File: src/source/rv_pkg.sv
package rv_pkg;

    // datapath and instruction width
    localparam int xlen          = 32;
    localparam int reg_addr_bits = 5;
    localparam int num_regs      = 1 << reg_addr_bits;
    localparam int tag_bits      = 4;  // sequence tag, wraps

    // major opcodes of the executed subset
    localparam logic [6:0] op_reg   = 7'b0110011;
    localparam logic [6:0] op_imm   = 7'b0010011;
    localparam logic [6:0] op_lui   = 7'b0110111;
    localparam logic [6:0] op_auipc = 7'b0010111;

    // funct3 values
    localparam logic [2:0] f3_add_sub = 3'b000;
    localparam logic [2:0] f3_xor     = 3'b100;
    localparam logic [2:0] f3_or      = 3'b110;
    localparam logic [2:0] f3_and     = 3'b111;

    // funct7 values, only sub sets bit 30
    localparam logic [6:0] f7_base = 7'b0000000;
    localparam logic [6:0] f7_sub  = 7'b0100000;

    // alu operation codes
    localparam int alu_op_bits = 3;

    localparam logic [alu_op_bits-1:0] alu_add    = 3'd0;
    localparam logic [alu_op_bits-1:0] alu_sub    = 3'd1;
    localparam logic [alu_op_bits-1:0] alu_and    = 3'd2;
    localparam logic [alu_op_bits-1:0] alu_or     = 3'd3;
    localparam logic [alu_op_bits-1:0] alu_xor    = 3'd4;
    localparam logic [alu_op_bits-1:0] alu_pass_b = 3'd5;  // lui passes the immediate

    // operand a source
    localparam logic opa_rs1 = 1'b0;
    localparam logic opa_pc  = 1'b1;

    // operand b source
    localparam logic opb_rs2 = 1'b0;
    localparam logic opb_imm = 1'b1;

endpackage
File: src/source/rv_core_top.sv
`timescale 1ns/1ps

module rv_core_top import rv_pkg::*; (
    input  logic                     clk_i,
    input  logic                     rstn_i,

    input  logic [xlen-1:0]          instr_i,
    input  logic [xlen-1:0]          pc_i,
    input  logic                     instr_valid_i,
    input  logic                     flush_i,
    output logic                     stall_o,

    input  logic                     retire_ready_i,
    output logic                     retire_valid_o,
    output logic [tag_bits-1:0]      retire_tag_o,
    output logic [reg_addr_bits-1:0] retire_rd_o,
    output logic [xlen-1:0]          retire_data_o,
    output logic                     retire_illegal_o
);

    logic                     dec_valid;
    logic [tag_bits-1:0]      dec_tag;
    logic [xlen-1:0]          dec_pc;
    logic [reg_addr_bits-1:0] dec_rs1;
    logic [reg_addr_bits-1:0] dec_rs2;
    logic [reg_addr_bits-1:0] dec_rd;
    logic                     dec_rd_wr;
    logic [alu_op_bits-1:0]   dec_alu_op;
    logic                     dec_opa_sel;
    logic                     dec_opb_sel;
    logic [xlen-1:0]          dec_imm;
    logic                     dec_illegal;

    logic [reg_addr_bits-1:0] rf_raddr_a;
    logic [reg_addr_bits-1:0] rf_raddr_b;
    logic [xlen-1:0]          rf_rdata_a;
    logic [xlen-1:0]          rf_rdata_b;
    logic                     rf_we;
    logic [reg_addr_bits-1:0] rf_waddr;
    logic [xlen-1:0]          rf_wdata;

    assign stall_o = retire_valid_o && !retire_ready_i;  // freezes both stages

    rv_decode u_decode (
        .clk_i         (clk_i),
        .rstn_i        (rstn_i),
        .instr_i       (instr_i),
        .pc_i          (pc_i),
        .valid_i       (instr_valid_i),
        .flush_i       (flush_i),
        .stall_i       (stall_o),
        .dec_valid_o   (dec_valid),
        .dec_tag_o     (dec_tag),
        .dec_pc_o      (dec_pc),
        .dec_rs1_o     (dec_rs1),
        .dec_rs2_o     (dec_rs2),
        .dec_rd_o      (dec_rd),
        .dec_rd_wr_o   (dec_rd_wr),
        .dec_alu_op_o  (dec_alu_op),
        .dec_opa_sel_o (dec_opa_sel),
        .dec_opb_sel_o (dec_opb_sel),
        .dec_imm_o     (dec_imm),
        .dec_illegal_o (dec_illegal)
    );

    rv_execute u_execute (
        .clk_i            (clk_i),
        .rstn_i           (rstn_i),
        .stall_i          (stall_o),
        .dec_valid_i      (dec_valid),
        .dec_tag_i        (dec_tag),
        .dec_pc_i         (dec_pc),
        .dec_rs1_i        (dec_rs1),
        .dec_rs2_i        (dec_rs2),
        .dec_rd_i         (dec_rd),
        .dec_rd_wr_i      (dec_rd_wr),
        .dec_alu_op_i     (dec_alu_op),
        .dec_opa_sel_i    (dec_opa_sel),
        .dec_opb_sel_i    (dec_opb_sel),
        .dec_imm_i        (dec_imm),
        .dec_illegal_i    (dec_illegal),
        .rf_raddr_a_o     (rf_raddr_a),
        .rf_raddr_b_o     (rf_raddr_b),
        .rf_rdata_a_i     (rf_rdata_a),
        .rf_rdata_b_i     (rf_rdata_b),
        .rf_we_o          (rf_we),
        .rf_waddr_o       (rf_waddr),
        .rf_wdata_o       (rf_wdata),
        .retire_ready_i   (retire_ready_i),
        .retire_valid_o   (retire_valid_o),
        .retire_tag_o     (retire_tag_o),
        .retire_rd_o      (retire_rd_o),
        .retire_data_o    (retire_data_o),
        .retire_illegal_o (retire_illegal_o)
    );

    rv_regfile u_regfile (
        .clk_i     (clk_i),
        .rstn_i    (rstn_i),
        .raddr_a_i (rf_raddr_a),
        .raddr_b_i (rf_raddr_b),
        .rdata_a_o (rf_rdata_a),
        .rdata_b_o (rf_rdata_b),
        .we_i      (rf_we),
        .waddr_i   (rf_waddr),
        .wdata_i   (rf_wdata)
    );

endmodule

File: src/source/rv_execute.sv
`timescale 1ns/1ps

module rv_execute import rv_pkg::*; (
    input  logic                     clk_i,
    input  logic                     rstn_i,
    input  logic                     stall_i,

    input  logic                     dec_valid_i,
    input  logic [tag_bits-1:0]      dec_tag_i,
    input  logic [xlen-1:0]          dec_pc_i,
    input  logic [reg_addr_bits-1:0] dec_rs1_i,
    input  logic [reg_addr_bits-1:0] dec_rs2_i,
    input  logic [reg_addr_bits-1:0] dec_rd_i,
    input  logic                     dec_rd_wr_i,
    input  logic [alu_op_bits-1:0]   dec_alu_op_i,
    input  logic                     dec_opa_sel_i,
    input  logic                     dec_opb_sel_i,
    input  logic [xlen-1:0]          dec_imm_i,
    input  logic                     dec_illegal_i,

    output logic [reg_addr_bits-1:0] rf_raddr_a_o,
    output logic [reg_addr_bits-1:0] rf_raddr_b_o,
    input  logic [xlen-1:0]          rf_rdata_a_i,
    input  logic [xlen-1:0]          rf_rdata_b_i,

    output logic                     rf_we_o,
    output logic [reg_addr_bits-1:0] rf_waddr_o,
    output logic [xlen-1:0]          rf_wdata_o,

    input  logic                     retire_ready_i,
    output logic                     retire_valid_o,
    output logic [tag_bits-1:0]      retire_tag_o,
    output logic [reg_addr_bits-1:0] retire_rd_o,
    output logic [xlen-1:0]          retire_data_o,
    output logic                     retire_illegal_o
);

    logic            ret_rd_wr;
    logic            pending_wr;
    logic            fwd_a;
    logic            fwd_b;
    logic [xlen-1:0] rs1_val;
    logic [xlen-1:0] rs2_val;
    logic [xlen-1:0] opa;
    logic [xlen-1:0] opb;
    logic [xlen-1:0] alu_res;

    assign rf_raddr_a_o = dec_rs1_i;
    assign rf_raddr_b_o = dec_rs2_i;

    // the held result has not reached the register file yet
    // x0 is excluded so a discarded write never leaks into a read
    assign pending_wr = retire_valid_o && ret_rd_wr && retire_rd_o != '0;
    assign fwd_a      = pending_wr && retire_rd_o == dec_rs1_i;
    assign fwd_b      = pending_wr && retire_rd_o == dec_rs2_i;

    assign rs1_val = fwd_a ? retire_data_o : rf_rdata_a_i;
    assign rs2_val = fwd_b ? retire_data_o : rf_rdata_b_i;

    assign opa = (dec_opa_sel_i == opa_pc) ? dec_pc_i : rs1_val;
    assign opb = (dec_opb_sel_i == opb_imm) ? dec_imm_i : rs2_val;

    always_comb begin
        case (dec_alu_op_i)
            alu_add:    alu_res = opa + opb;
            alu_sub:    alu_res = opa - opb;
            alu_and:    alu_res = opa & opb;
            alu_or:     alu_res = opa | opb;
            alu_xor:    alu_res = opa ^ opb;
            alu_pass_b: alu_res = opb;
            default:    alu_res = '0;
        endcase
    end

    always_ff @(posedge clk_i) begin
        if (!rstn_i) begin
            retire_valid_o <= 1'b0;
        end else if (!stall_i) begin
            retire_valid_o <= dec_valid_i;
        end
    end

    always_ff @(posedge clk_i) begin
        if (!stall_i) begin
            retire_tag_o     <= dec_tag_i;
            retire_rd_o      <= dec_rd_i;
            ret_rd_wr        <= dec_rd_wr_i;
            retire_illegal_o <= dec_illegal_i;
            retire_data_o    <= dec_illegal_i ? '0 : alu_res;
        end
    end

    // write-back happens on the same edge the result is consumed
    assign rf_we_o    = retire_valid_o && retire_ready_i && ret_rd_wr && !retire_illegal_o;
    assign rf_waddr_o = retire_rd_o;
    assign rf_wdata_o = retire_data_o;

endmodule

File: src/source/rv_decode.sv
`timescale 1ns/1ps

module rv_decode import rv_pkg::*; (
    input  logic                     clk_i,
    input  logic                     rstn_i,

    input  logic [xlen-1:0]          instr_i,
    input  logic [xlen-1:0]          pc_i,
    input  logic                     valid_i,
    input  logic                     flush_i,
    input  logic                     stall_i,

    output logic                     dec_valid_o,
    output logic [tag_bits-1:0]      dec_tag_o,
    output logic [xlen-1:0]          dec_pc_o,
    output logic [reg_addr_bits-1:0] dec_rs1_o,
    output logic [reg_addr_bits-1:0] dec_rs2_o,
    output logic [reg_addr_bits-1:0] dec_rd_o,
    output logic                     dec_rd_wr_o,
    output logic [alu_op_bits-1:0]   dec_alu_op_o,
    output logic                     dec_opa_sel_o,
    output logic                     dec_opb_sel_o,
    output logic [xlen-1:0]          dec_imm_o,
    output logic                     dec_illegal_o
);

    logic                   accept;
    logic [tag_bits-1:0]    tag_q;

    logic [6:0]             opcode;
    logic [2:0]             funct3;
    logic [6:0]             funct7;

    logic [alu_op_bits-1:0] alu_op_d;
    logic                   opa_sel_d;
    logic                   opb_sel_d;
    logic [xlen-1:0]        imm_d;
    logic                   rd_wr_d;
    logic                   illegal_d;

    assign accept = valid_i && !stall_i && !flush_i;

    assign opcode = instr_i[6:0];
    assign funct3 = instr_i[14:12];
    assign funct7 = instr_i[31:25];

    always_comb begin
        // anything not matched below stays illegal and writes nothing
        alu_op_d  = alu_pass_b;
        opa_sel_d = opa_rs1;
        opb_sel_d = opb_rs2;
        imm_d     = '0;
        rd_wr_d   = 1'b0;
        illegal_d = 1'b1;

        case (opcode)
            op_reg: begin
                rd_wr_d   = 1'b1;
                illegal_d = 1'b0;
                if (funct7 == f7_sub && funct3 == f3_add_sub) begin
                    alu_op_d = alu_sub;
                end else if (funct7 == f7_base && funct3 == f3_add_sub) begin
                    alu_op_d = alu_add;
                end else if (funct7 == f7_base && funct3 == f3_and) begin
                    alu_op_d = alu_and;
                end else if (funct7 == f7_base && funct3 == f3_or) begin
                    alu_op_d = alu_or;
                end else if (funct7 == f7_base && funct3 == f3_xor) begin
                    alu_op_d = alu_xor;
                end else begin
                    rd_wr_d   = 1'b0;
                    illegal_d = 1'b1;
                end
            end
            op_imm: begin
                if (funct3 == f3_add_sub) begin  // only addi from this group
                    alu_op_d  = alu_add;
                    opb_sel_d = opb_imm;
                    imm_d     = {{(xlen-12){instr_i[31]}}, instr_i[31:20]};
                    rd_wr_d   = 1'b1;
                    illegal_d = 1'b0;
                end
            end
            op_lui: begin
                alu_op_d  = alu_pass_b;
                opb_sel_d = opb_imm;
                imm_d     = {instr_i[31:12], 12'b0};
                rd_wr_d   = 1'b1;
                illegal_d = 1'b0;
            end
            op_auipc: begin
                alu_op_d  = alu_add;
                opa_sel_d = opa_pc;
                opb_sel_d = opb_imm;
                imm_d     = {instr_i[31:12], 12'b0};
                rd_wr_d   = 1'b1;
                illegal_d = 1'b0;
            end
            default: ;
        endcase
    end

    // valid and tag counter, flush drops whatever sits in the register
    always_ff @(posedge clk_i) begin
        if (!rstn_i) begin
            dec_valid_o <= 1'b0;
            tag_q       <= '0;
        end else begin
            if (!stall_i || flush_i) dec_valid_o <= accept;
            if (accept) tag_q <= tag_q + 1'b1;
        end
    end

    always_ff @(posedge clk_i) begin
        if (!stall_i) begin
            dec_tag_o     <= tag_q;
            dec_pc_o      <= pc_i;
            dec_rs1_o     <= instr_i[19:15];
            dec_rs2_o     <= instr_i[24:20];
            dec_rd_o      <= instr_i[11:7];
            dec_rd_wr_o   <= rd_wr_d;
            dec_alu_op_o  <= alu_op_d;
            dec_opa_sel_o <= opa_sel_d;
            dec_opb_sel_o <= opb_sel_d;
            dec_imm_o     <= imm_d;
            dec_illegal_o <= illegal_d;
        end
    end

endmodule

File: src/source/rv_regfile.sv
`timescale 1ns/1ps

module rv_regfile import rv_pkg::*; (
    input  logic                     clk_i,
    input  logic                     rstn_i,

    input  logic [reg_addr_bits-1:0] raddr_a_i,
    input  logic [reg_addr_bits-1:0] raddr_b_i,
    output logic [xlen-1:0]          rdata_a_o,
    output logic [xlen-1:0]          rdata_b_o,

    input  logic                     we_i,
    input  logic [reg_addr_bits-1:0] waddr_i,
    input  logic [xlen-1:0]          wdata_i
);

    logic [xlen-1:0] regs [num_regs];

    always_ff @(posedge clk_i) begin
        if (!rstn_i) begin
            for (int i = 0; i < num_regs; i++) begin
                regs[i] <= '0;
            end
        end else if (we_i && waddr_i != '0) begin  // x0 is never written
            regs[waddr_i] <= wdata_i;
        end
    end

    // reads see the old value during a write, execute forwards around it
    assign rdata_a_o = (raddr_a_i == '0) ? '0 : regs[raddr_a_i];
    assign rdata_b_o = (raddr_b_i == '0) ? '0 : regs[raddr_b_i];

endmodule

File: config.mk
export PLATFORM = sky130hd
export DESIGN_NAME = rv_core_top
export DESIGN_NICKNAME = d
export VERILOG_FILES = /design/src/source/rv_pkg.sv /design/src/source/rv_core_top.sv /design/src/source/rv_execute.sv /design/src/source/rv_decode.sv /design/src/source/rv_regfile.sv
export SDC_FILE = /design/constraint.sdc
export NUM_CORES = 2
export LEC_CHECK = 0
export BUFFER_PORTS_ARGS = -buffer_cell sky130_fd_sc_hd__buf_2
export CORE_ASPECT_RATIO = 1.25
export CORE_MARGIN = 1
export CORE_UTILIZATION = 64
export DETAILED_ROUTE_END_ITERATION = 6
export PLACE_DENSITY_LB_ADDON = 0.3
export SLEW_MARGIN = 15
export SYNTH_ARGS = -nofsm -noshare
export SYNTH_HDL_FRONTEND = slang
export SYNTH_HIERARCHICAL = 1
export SYNTH_SLANG_ARGS = --single-unit
export TNS_END_PERCENT = 20
File: constraint.sdc
create_clock -name clk_i -period 7.16 [get_ports clk_i]
set_input_delay 0.358 -clock clk_i [delete_from_list [all_inputs] [get_ports clk_i]]
set_output_delay 0.358 -clock clk_i [all_outputs]
set_load 0.01 [all_outputs]
* Yosys cells after proc, flatten, opt, wreduce, memory -nomap -nowiden
Memories as Yosys holds them, arrays and structs flattened. A register that Yosys moved wholly into a read port is not among the register bits. Index checks and enable logic that the tools add are counted.
Word-level totals: bits in writable memories 1024, output and inout bits 44, register bits after elaboration 139, memories kept 1, input port bits 69
Operators by class: reduce and logical (&&, ||, !) cells 29, muxes and demuxes 41, bitwise operators 3, eq/ne operators 15, add/sub/neg operators 3
Memories:
- u_regfile.regs | words 32, bits a word 32, rd ports 2, clocked after memory_dff 2, wr ports 32, RTL line rv_regfile.sv:17 | logic [xlen-1:0] regs [num_regs];
Operator list (number):
- $mux W32 | 8
- $pmux W32 S6 | 1
- $pmux W32 S2 | 1
- $add A32 B32 Y32 | 1
- $and A32 B32 Y32 | 1
- $or A32 B32 Y32 | 1
- $reduce_or A32 Y1 | 1
- $sub A32 B32 Y32 | 1
- $xor A32 B32 Y32 | 1
- $eq A7 B6 Y1 const B | 3
- $mux W1 | 19
- $logic_and A1 B1 Y1 | 16
- $eq A3 B3 Y1 const B | 5
- $mux W3 | 5
- $mux W5 | 3
- $eq A7 B5 Y1 const B | 2
- $eq A5 B5 Y1 | 2
- $logic_not A5 Y1 | 2
- $pmux W3 S3 | 1
- $logic_not A7 Y1 | 1
- $eq A3 B2 Y1 const B | 2
- $logic_not A3 Y1 | 2
- $pmux W1 S3 | 2
- $reduce_bool A5 Y1 | 1
- other kinds (6) | 9

* Logic depth before layout (Yosys ltp)
depth after elaboration 9, depth in mapped cells 30, mapped depth without buffers 24

* Cells and area by module
The synthesis kept the hierarchy.
Modules (own cells, without submodules):
- rv_regfile | seq. area each 30749.5 um^2, cells each 3650, times used 1, area an instance 54519.8 um^2
- rv_execute | seq. area each 1311.3 um^2, cells each 1053, times used 1, area an instance 8023.9 um^2
- rv_decode | seq. area each 2802.7 um^2, cells each 197, times used 1, area an instance 3418.3 um^2
- rv_core_top | seq. area each 0.0 um^2, cells each 1, times used 1, area an instance 13.8 um^2

* Worst setup path before layout
No wires, ideal clock.
path type register to register, start point register u_decode.dec_rs2_o[2], end point register u_execute.retire_data_o[30], data pin, data required time 6899 ps, clock period less this slack 6334 ps, arrival time 6073 ps, library setup time 261 ps, stages on the path, launching flop included 27, path buffers 4, slack 826 ps, cell sequence edfxtp_1 > buf_4 > buf_2 > buf_6 > clkbuf_1 > mux4_2 > mux4_2 > o22ai_1 > nor3_1 > nor3_1 > o21ai_0 > o311a_1 > or4_1 > or4_4 > o21ai_0 > nand2_1 > xnor2_1 > ha_1 > and4_1 > nand2_1 > nor3_1 > a211oi_1 > a31oi_1 > o41a_1 > a221oi_1 > nor4_1 > a221o_1
On the way: word-level cells in the longest chain between the ends 6, elaborated cells between the ends (all ways) 12
RTL lines:
- start, declared | RTL line rv_decode.sv:17 | output logic [reg_addr_bits-1:0] dec_rs2_o,
- start signal, assigned | RTL line rv_decode.sv:119 | dec_rs2_o <= instr_i[24:20];
- $logic_not A5 Y1 * | RTL line rv_regfile.sv:31 | assign rdata_b_o = (raddr_b_i == '0) ? '0 : regs[raddr_b_i];
- $mux W32 * | RTL line rv_regfile.sv:31
- net rf_rdata_b[4] | RTL line rv_core_top.sv:37 | logic [xlen-1:0] rf_rdata_b;
- $mux W32 * | RTL line rv_execute.sv:58 | assign rs2_val = fwd_b ? retire_data_o : rf_rdata_b_i;
- $mux W32 * | RTL line rv_execute.sv:61 | assign opb = (dec_opb_sel_i == opb_imm) ? dec_imm_i : rs2_val;
- $sub A32 B32 Y32 / $add A32 B32 Y32 (equally long branches) | RTL line rv_execute.sv:66, rv_execute.sv:65
- $pmux W32 S6 * | RTL line rv_execute.sv:64 | case (dec_alu_op_i)
- end signal, assigned | RTL line rv_execute.sv:89 | retire_data_o <= dec_illegal_i ? '0 : alu_res;
- end, declared | RTL line rv_execute.sv:34 | output logic [xlen-1:0] retire_data_o,
The timed path passes the listed nets; every way through them passes the cells marked *. A chain may end at the register's enable or synchronous reset.

* Worst setup path in the final report
Ends and elaborated chain as after synthesis.

==> results.ini <==
[die]
die_y_um=361
rows=131
fp.dieArea_sq_um=104000
ios=113
coreArea_sq_um=102000
die_w_um=289
initial_core_util_pct=64.6

[placement]
dpl_cell_area_sq_um=69500
dp_worst_setup_slack_ps=301
place_congestion=1.02
dp_hpwl_um=150000
port_buffers=112

[timing]
period_share_pct=97.7
fin_worst_skew_ps=29.4
worstMarginPinSlew_ps=1460
fin_tns_setup_ps=0
slew_violations=0
slew_headroom_pct=2.02
rsz0062_at_grt=no
fmax_ghz=0.143
setup_ws_ps=165
finalCriticalPeriod_ps=6990
hold_violations=0
setup_viol=0

[synth]
synth_mux_area_share_pct=19.4
synthCells=4901
synth_xor_area_share_pct=0.704
synth_flop_cell=edfxtp_1
avgSynthCellArea_sq_um=13.5
synth-seq-cells=1163
synth_compound_area_share_pct=7.16
ys_seq_area_share_pct=52.8
synth_edf_count=1157
synth_warnings=6
synth.distinct_cells=88
syn_area_sq_um=66000
synth-simple-area-share_pct=13.7
synthArstFlopShare_pct=0
synth_fa_ha_area_share_pct=1.87
synth_top_family_by_area=multiplexers

[min_path]
min_path_cells=2
min_from=instr_i[28]
hold_path_class=in -> reg

[routing]
drc=0
wirelength_um=237000
firstDrtPassIters=7
vias=48608
via_per_inst=7.48
wire_per_inst_um=36.5
drtIter0Drc=8825
ant_nets=0

[pwr]
leakagePower_nw=27.9
pwr-share-seq_pct=46.6
worst_ir_drop_vdd_mv=0.274
p_per_area_nw_per_um2=229
intPower_mw=12.3
swShare_pct=27.1
p_switching_mw=4.58
combPwrFrac_pct=17.0
p_clk_share_pct=36.4
total_power_mw=16.9

[finish]
nNetsFinal=5233
layout-area-overhead-vs-synth_pct=11.9
fill_cells=6401
drive_gt1_share_pct=23.4
final_area_sq_um=73800
utilization_pct=72.3

[status]
outcome=finished clean

[setup_path]
cp_data_arrival_time_ps=7500
worst-path-stages=25
slowest_delay_ps=740
cp_slowest_cell=o311ai_1
path_max_fanout=72
r2r-start=u_decode/dec_rs2_o[2]
cp-end-kind=flop
crit_top_cell=buf_12
crit_start=u_decode/dec_rs2_o[2]
criticalPathCategory=reg -> reg
critical_path_required_ps=7670
crit_buf_inv=5
cp-start-kind=flop
reg2reg_depth=25
crit_family=compound AO/OA/AOI/OAI gates

[flow_run]
cap_violations=0

[grt]
grt_max_degree=74
grt-ovfl-total=0
grt.total_usage_pct=45.6
grt_first_pass_wirelength_um=333000
grt_pass1_vias=47431
antenna_found_initial=15

[cts]
htree_num_levels=3
clk-insertion-delay-late_ps=760
cts_tree=built
root_buffer=clkbuf_16
clockBufferDepth=3
clkSinkCount=1163
clk_pin_slew_ps=70
cts_buffers=111

==> through the flow <==
stage          hold WS (ps)  cells
2_1_floorplan           400   4932
3_5_place_dp            406   6227
6_report               23.7   6500
5_1_grt                14.8   6492
3_3_place_gp            402   6227
4_1_cts                1.22   6491
==> path summary, 6_finish.rpt <==
kind                                                     to  slack, ps
worst min-delay path                  u_decode/dec_imm_o[8]         20
worst max register to register  u_execute/retire_data_o[30]        170
worst max-delay path            u_execute/retire_data_o[30]        170
worst min register to register    u_execute/retire_tag_o[3]        420
==> power by group through the flow <==
| stage | Combinational, mW | Clock, mW | Sequential [mW] |
|---|---|---|---|
| floorplan | 1.62 | 0 | 7.95 |
| global placement | 2.64 | 0 | 7.98 |
| detailed placement | 2.68 | 0 | 8.00 |
| CTS | 2.73 | 6.12 | 7.85 |
| global route | 2.94 | 6.36 | 7.88 |
| finish | 2.87 | 6.15 | 7.87 |
==> timing repair <==
item                                   in CTS  in global routing
setup endpoints to repair                   0                  8
buffers inserted                            0                  0
endpoints found under the hold margin      60                  0
gates resized for setup                     0                  4
hold buffers                               55                  0
==> synthesized netlist by cell type, types with 24 or more instances <==
master        n  area [sq um]
nor2b_1      54           338
inv_1       109           409
xnor2_1      46           403
buf_6        24           270
nand2_1     154           578
o21a_1       43           323
a22o_1       48           420
a22oi_1      64           480
nor2_1      108           405
o22ai_1      63           394
o21ai_0      88           440
ha_1         97          1210
nand4_1      25           156
a21oi_1     116           581
edfxtp_1   1157         34700
mux2i_1     304          3040
a2111oi_0    52           455
buf_4        77           578
nor3_1       54           270
mux2_2       47           529
and2_1     1028          6430
nor4_1       24           150
clkbuf_1    329          1230
mux4_2      410          9230
buf_2        55           275
a211oi_1     31           233
==> kinds of logic (layout without fill, tap and decap cells) <==
group,Yosys count,count (layout)
other cells,1,40
buf+inv,617,847
fa+ha+maj,98,98
xor+xnor,53,53
compound gates,671,671
mux,761,761
simple gates,1537,1537
flops,1163,1163
==> cells in the final DEF (no fill, tap or decap), drive strengths merged, types with 18 or more instances in the layout <==
master and count:
inv 113, a22o 48, o32ai 18, o21a 43, o21ai 93, nor3 56, mux4 410, xnor2 46
clkbuf 134, nand3 20, mux2 47, o211ai 21, dlygate4sd3 55, a211oi 31, nor2 110, o22ai 63
buf 474, clkinv 46, and2 1030, nand4 25, a2111oi 54, ha 97, nor2b 55, conb 32
o311ai 22, a21oi 116, a22oi 64, edfxtp 1157, mux2i 304, nor4 26, nand2 154
==> final cells by class <==
class / instances / area (sq um) / share of cell area, %
diodes: 8 / 20.0 / 0.0271
clock buffers: 134 / 2910 / 3.94
flip-flops and latches: 1163 / 34900 / 47.2
repair buffers: 529 / 4150 / 5.62
inverters: 109 / 410 / 0.556
multi-input cells: 3152 / 29000 / 39.2
well taps: 1330 / 1660 / 2.25
clock inverters: 75 / 828 / 1.12
==> metal layers <==
| layer | global-route usage [%] | share of wire (%) | vias to the layer above |
|---|---|---|---|
| li1 | - | - | 18895 |
| met1 | 55.2 | 31 | 23774 |
| met5 | 0 | 0.026 | - |
| met2 | 67.0 | 44 | 4741 |
| met4 | 36.6 | 10 | 10 |
| met3 | 14.9 | 15 | 1188 |
==> state kept, by name, indices dropped and copies added, names as in the netlist, 5 cells and up <==
register	flops
u_regfile/regs	1024
u_decode/dec_imm_o	32
u_decode/dec_pc_o	32
u_execute/retire_data_o	32
u_decode/dec_rd_o	5
u_decode/dec_rs1_o	5
u_decode/dec_rs2_o	5
u_execute/retire_rd_o	5
Note: power is estimated with default switching activity, not from simulation.
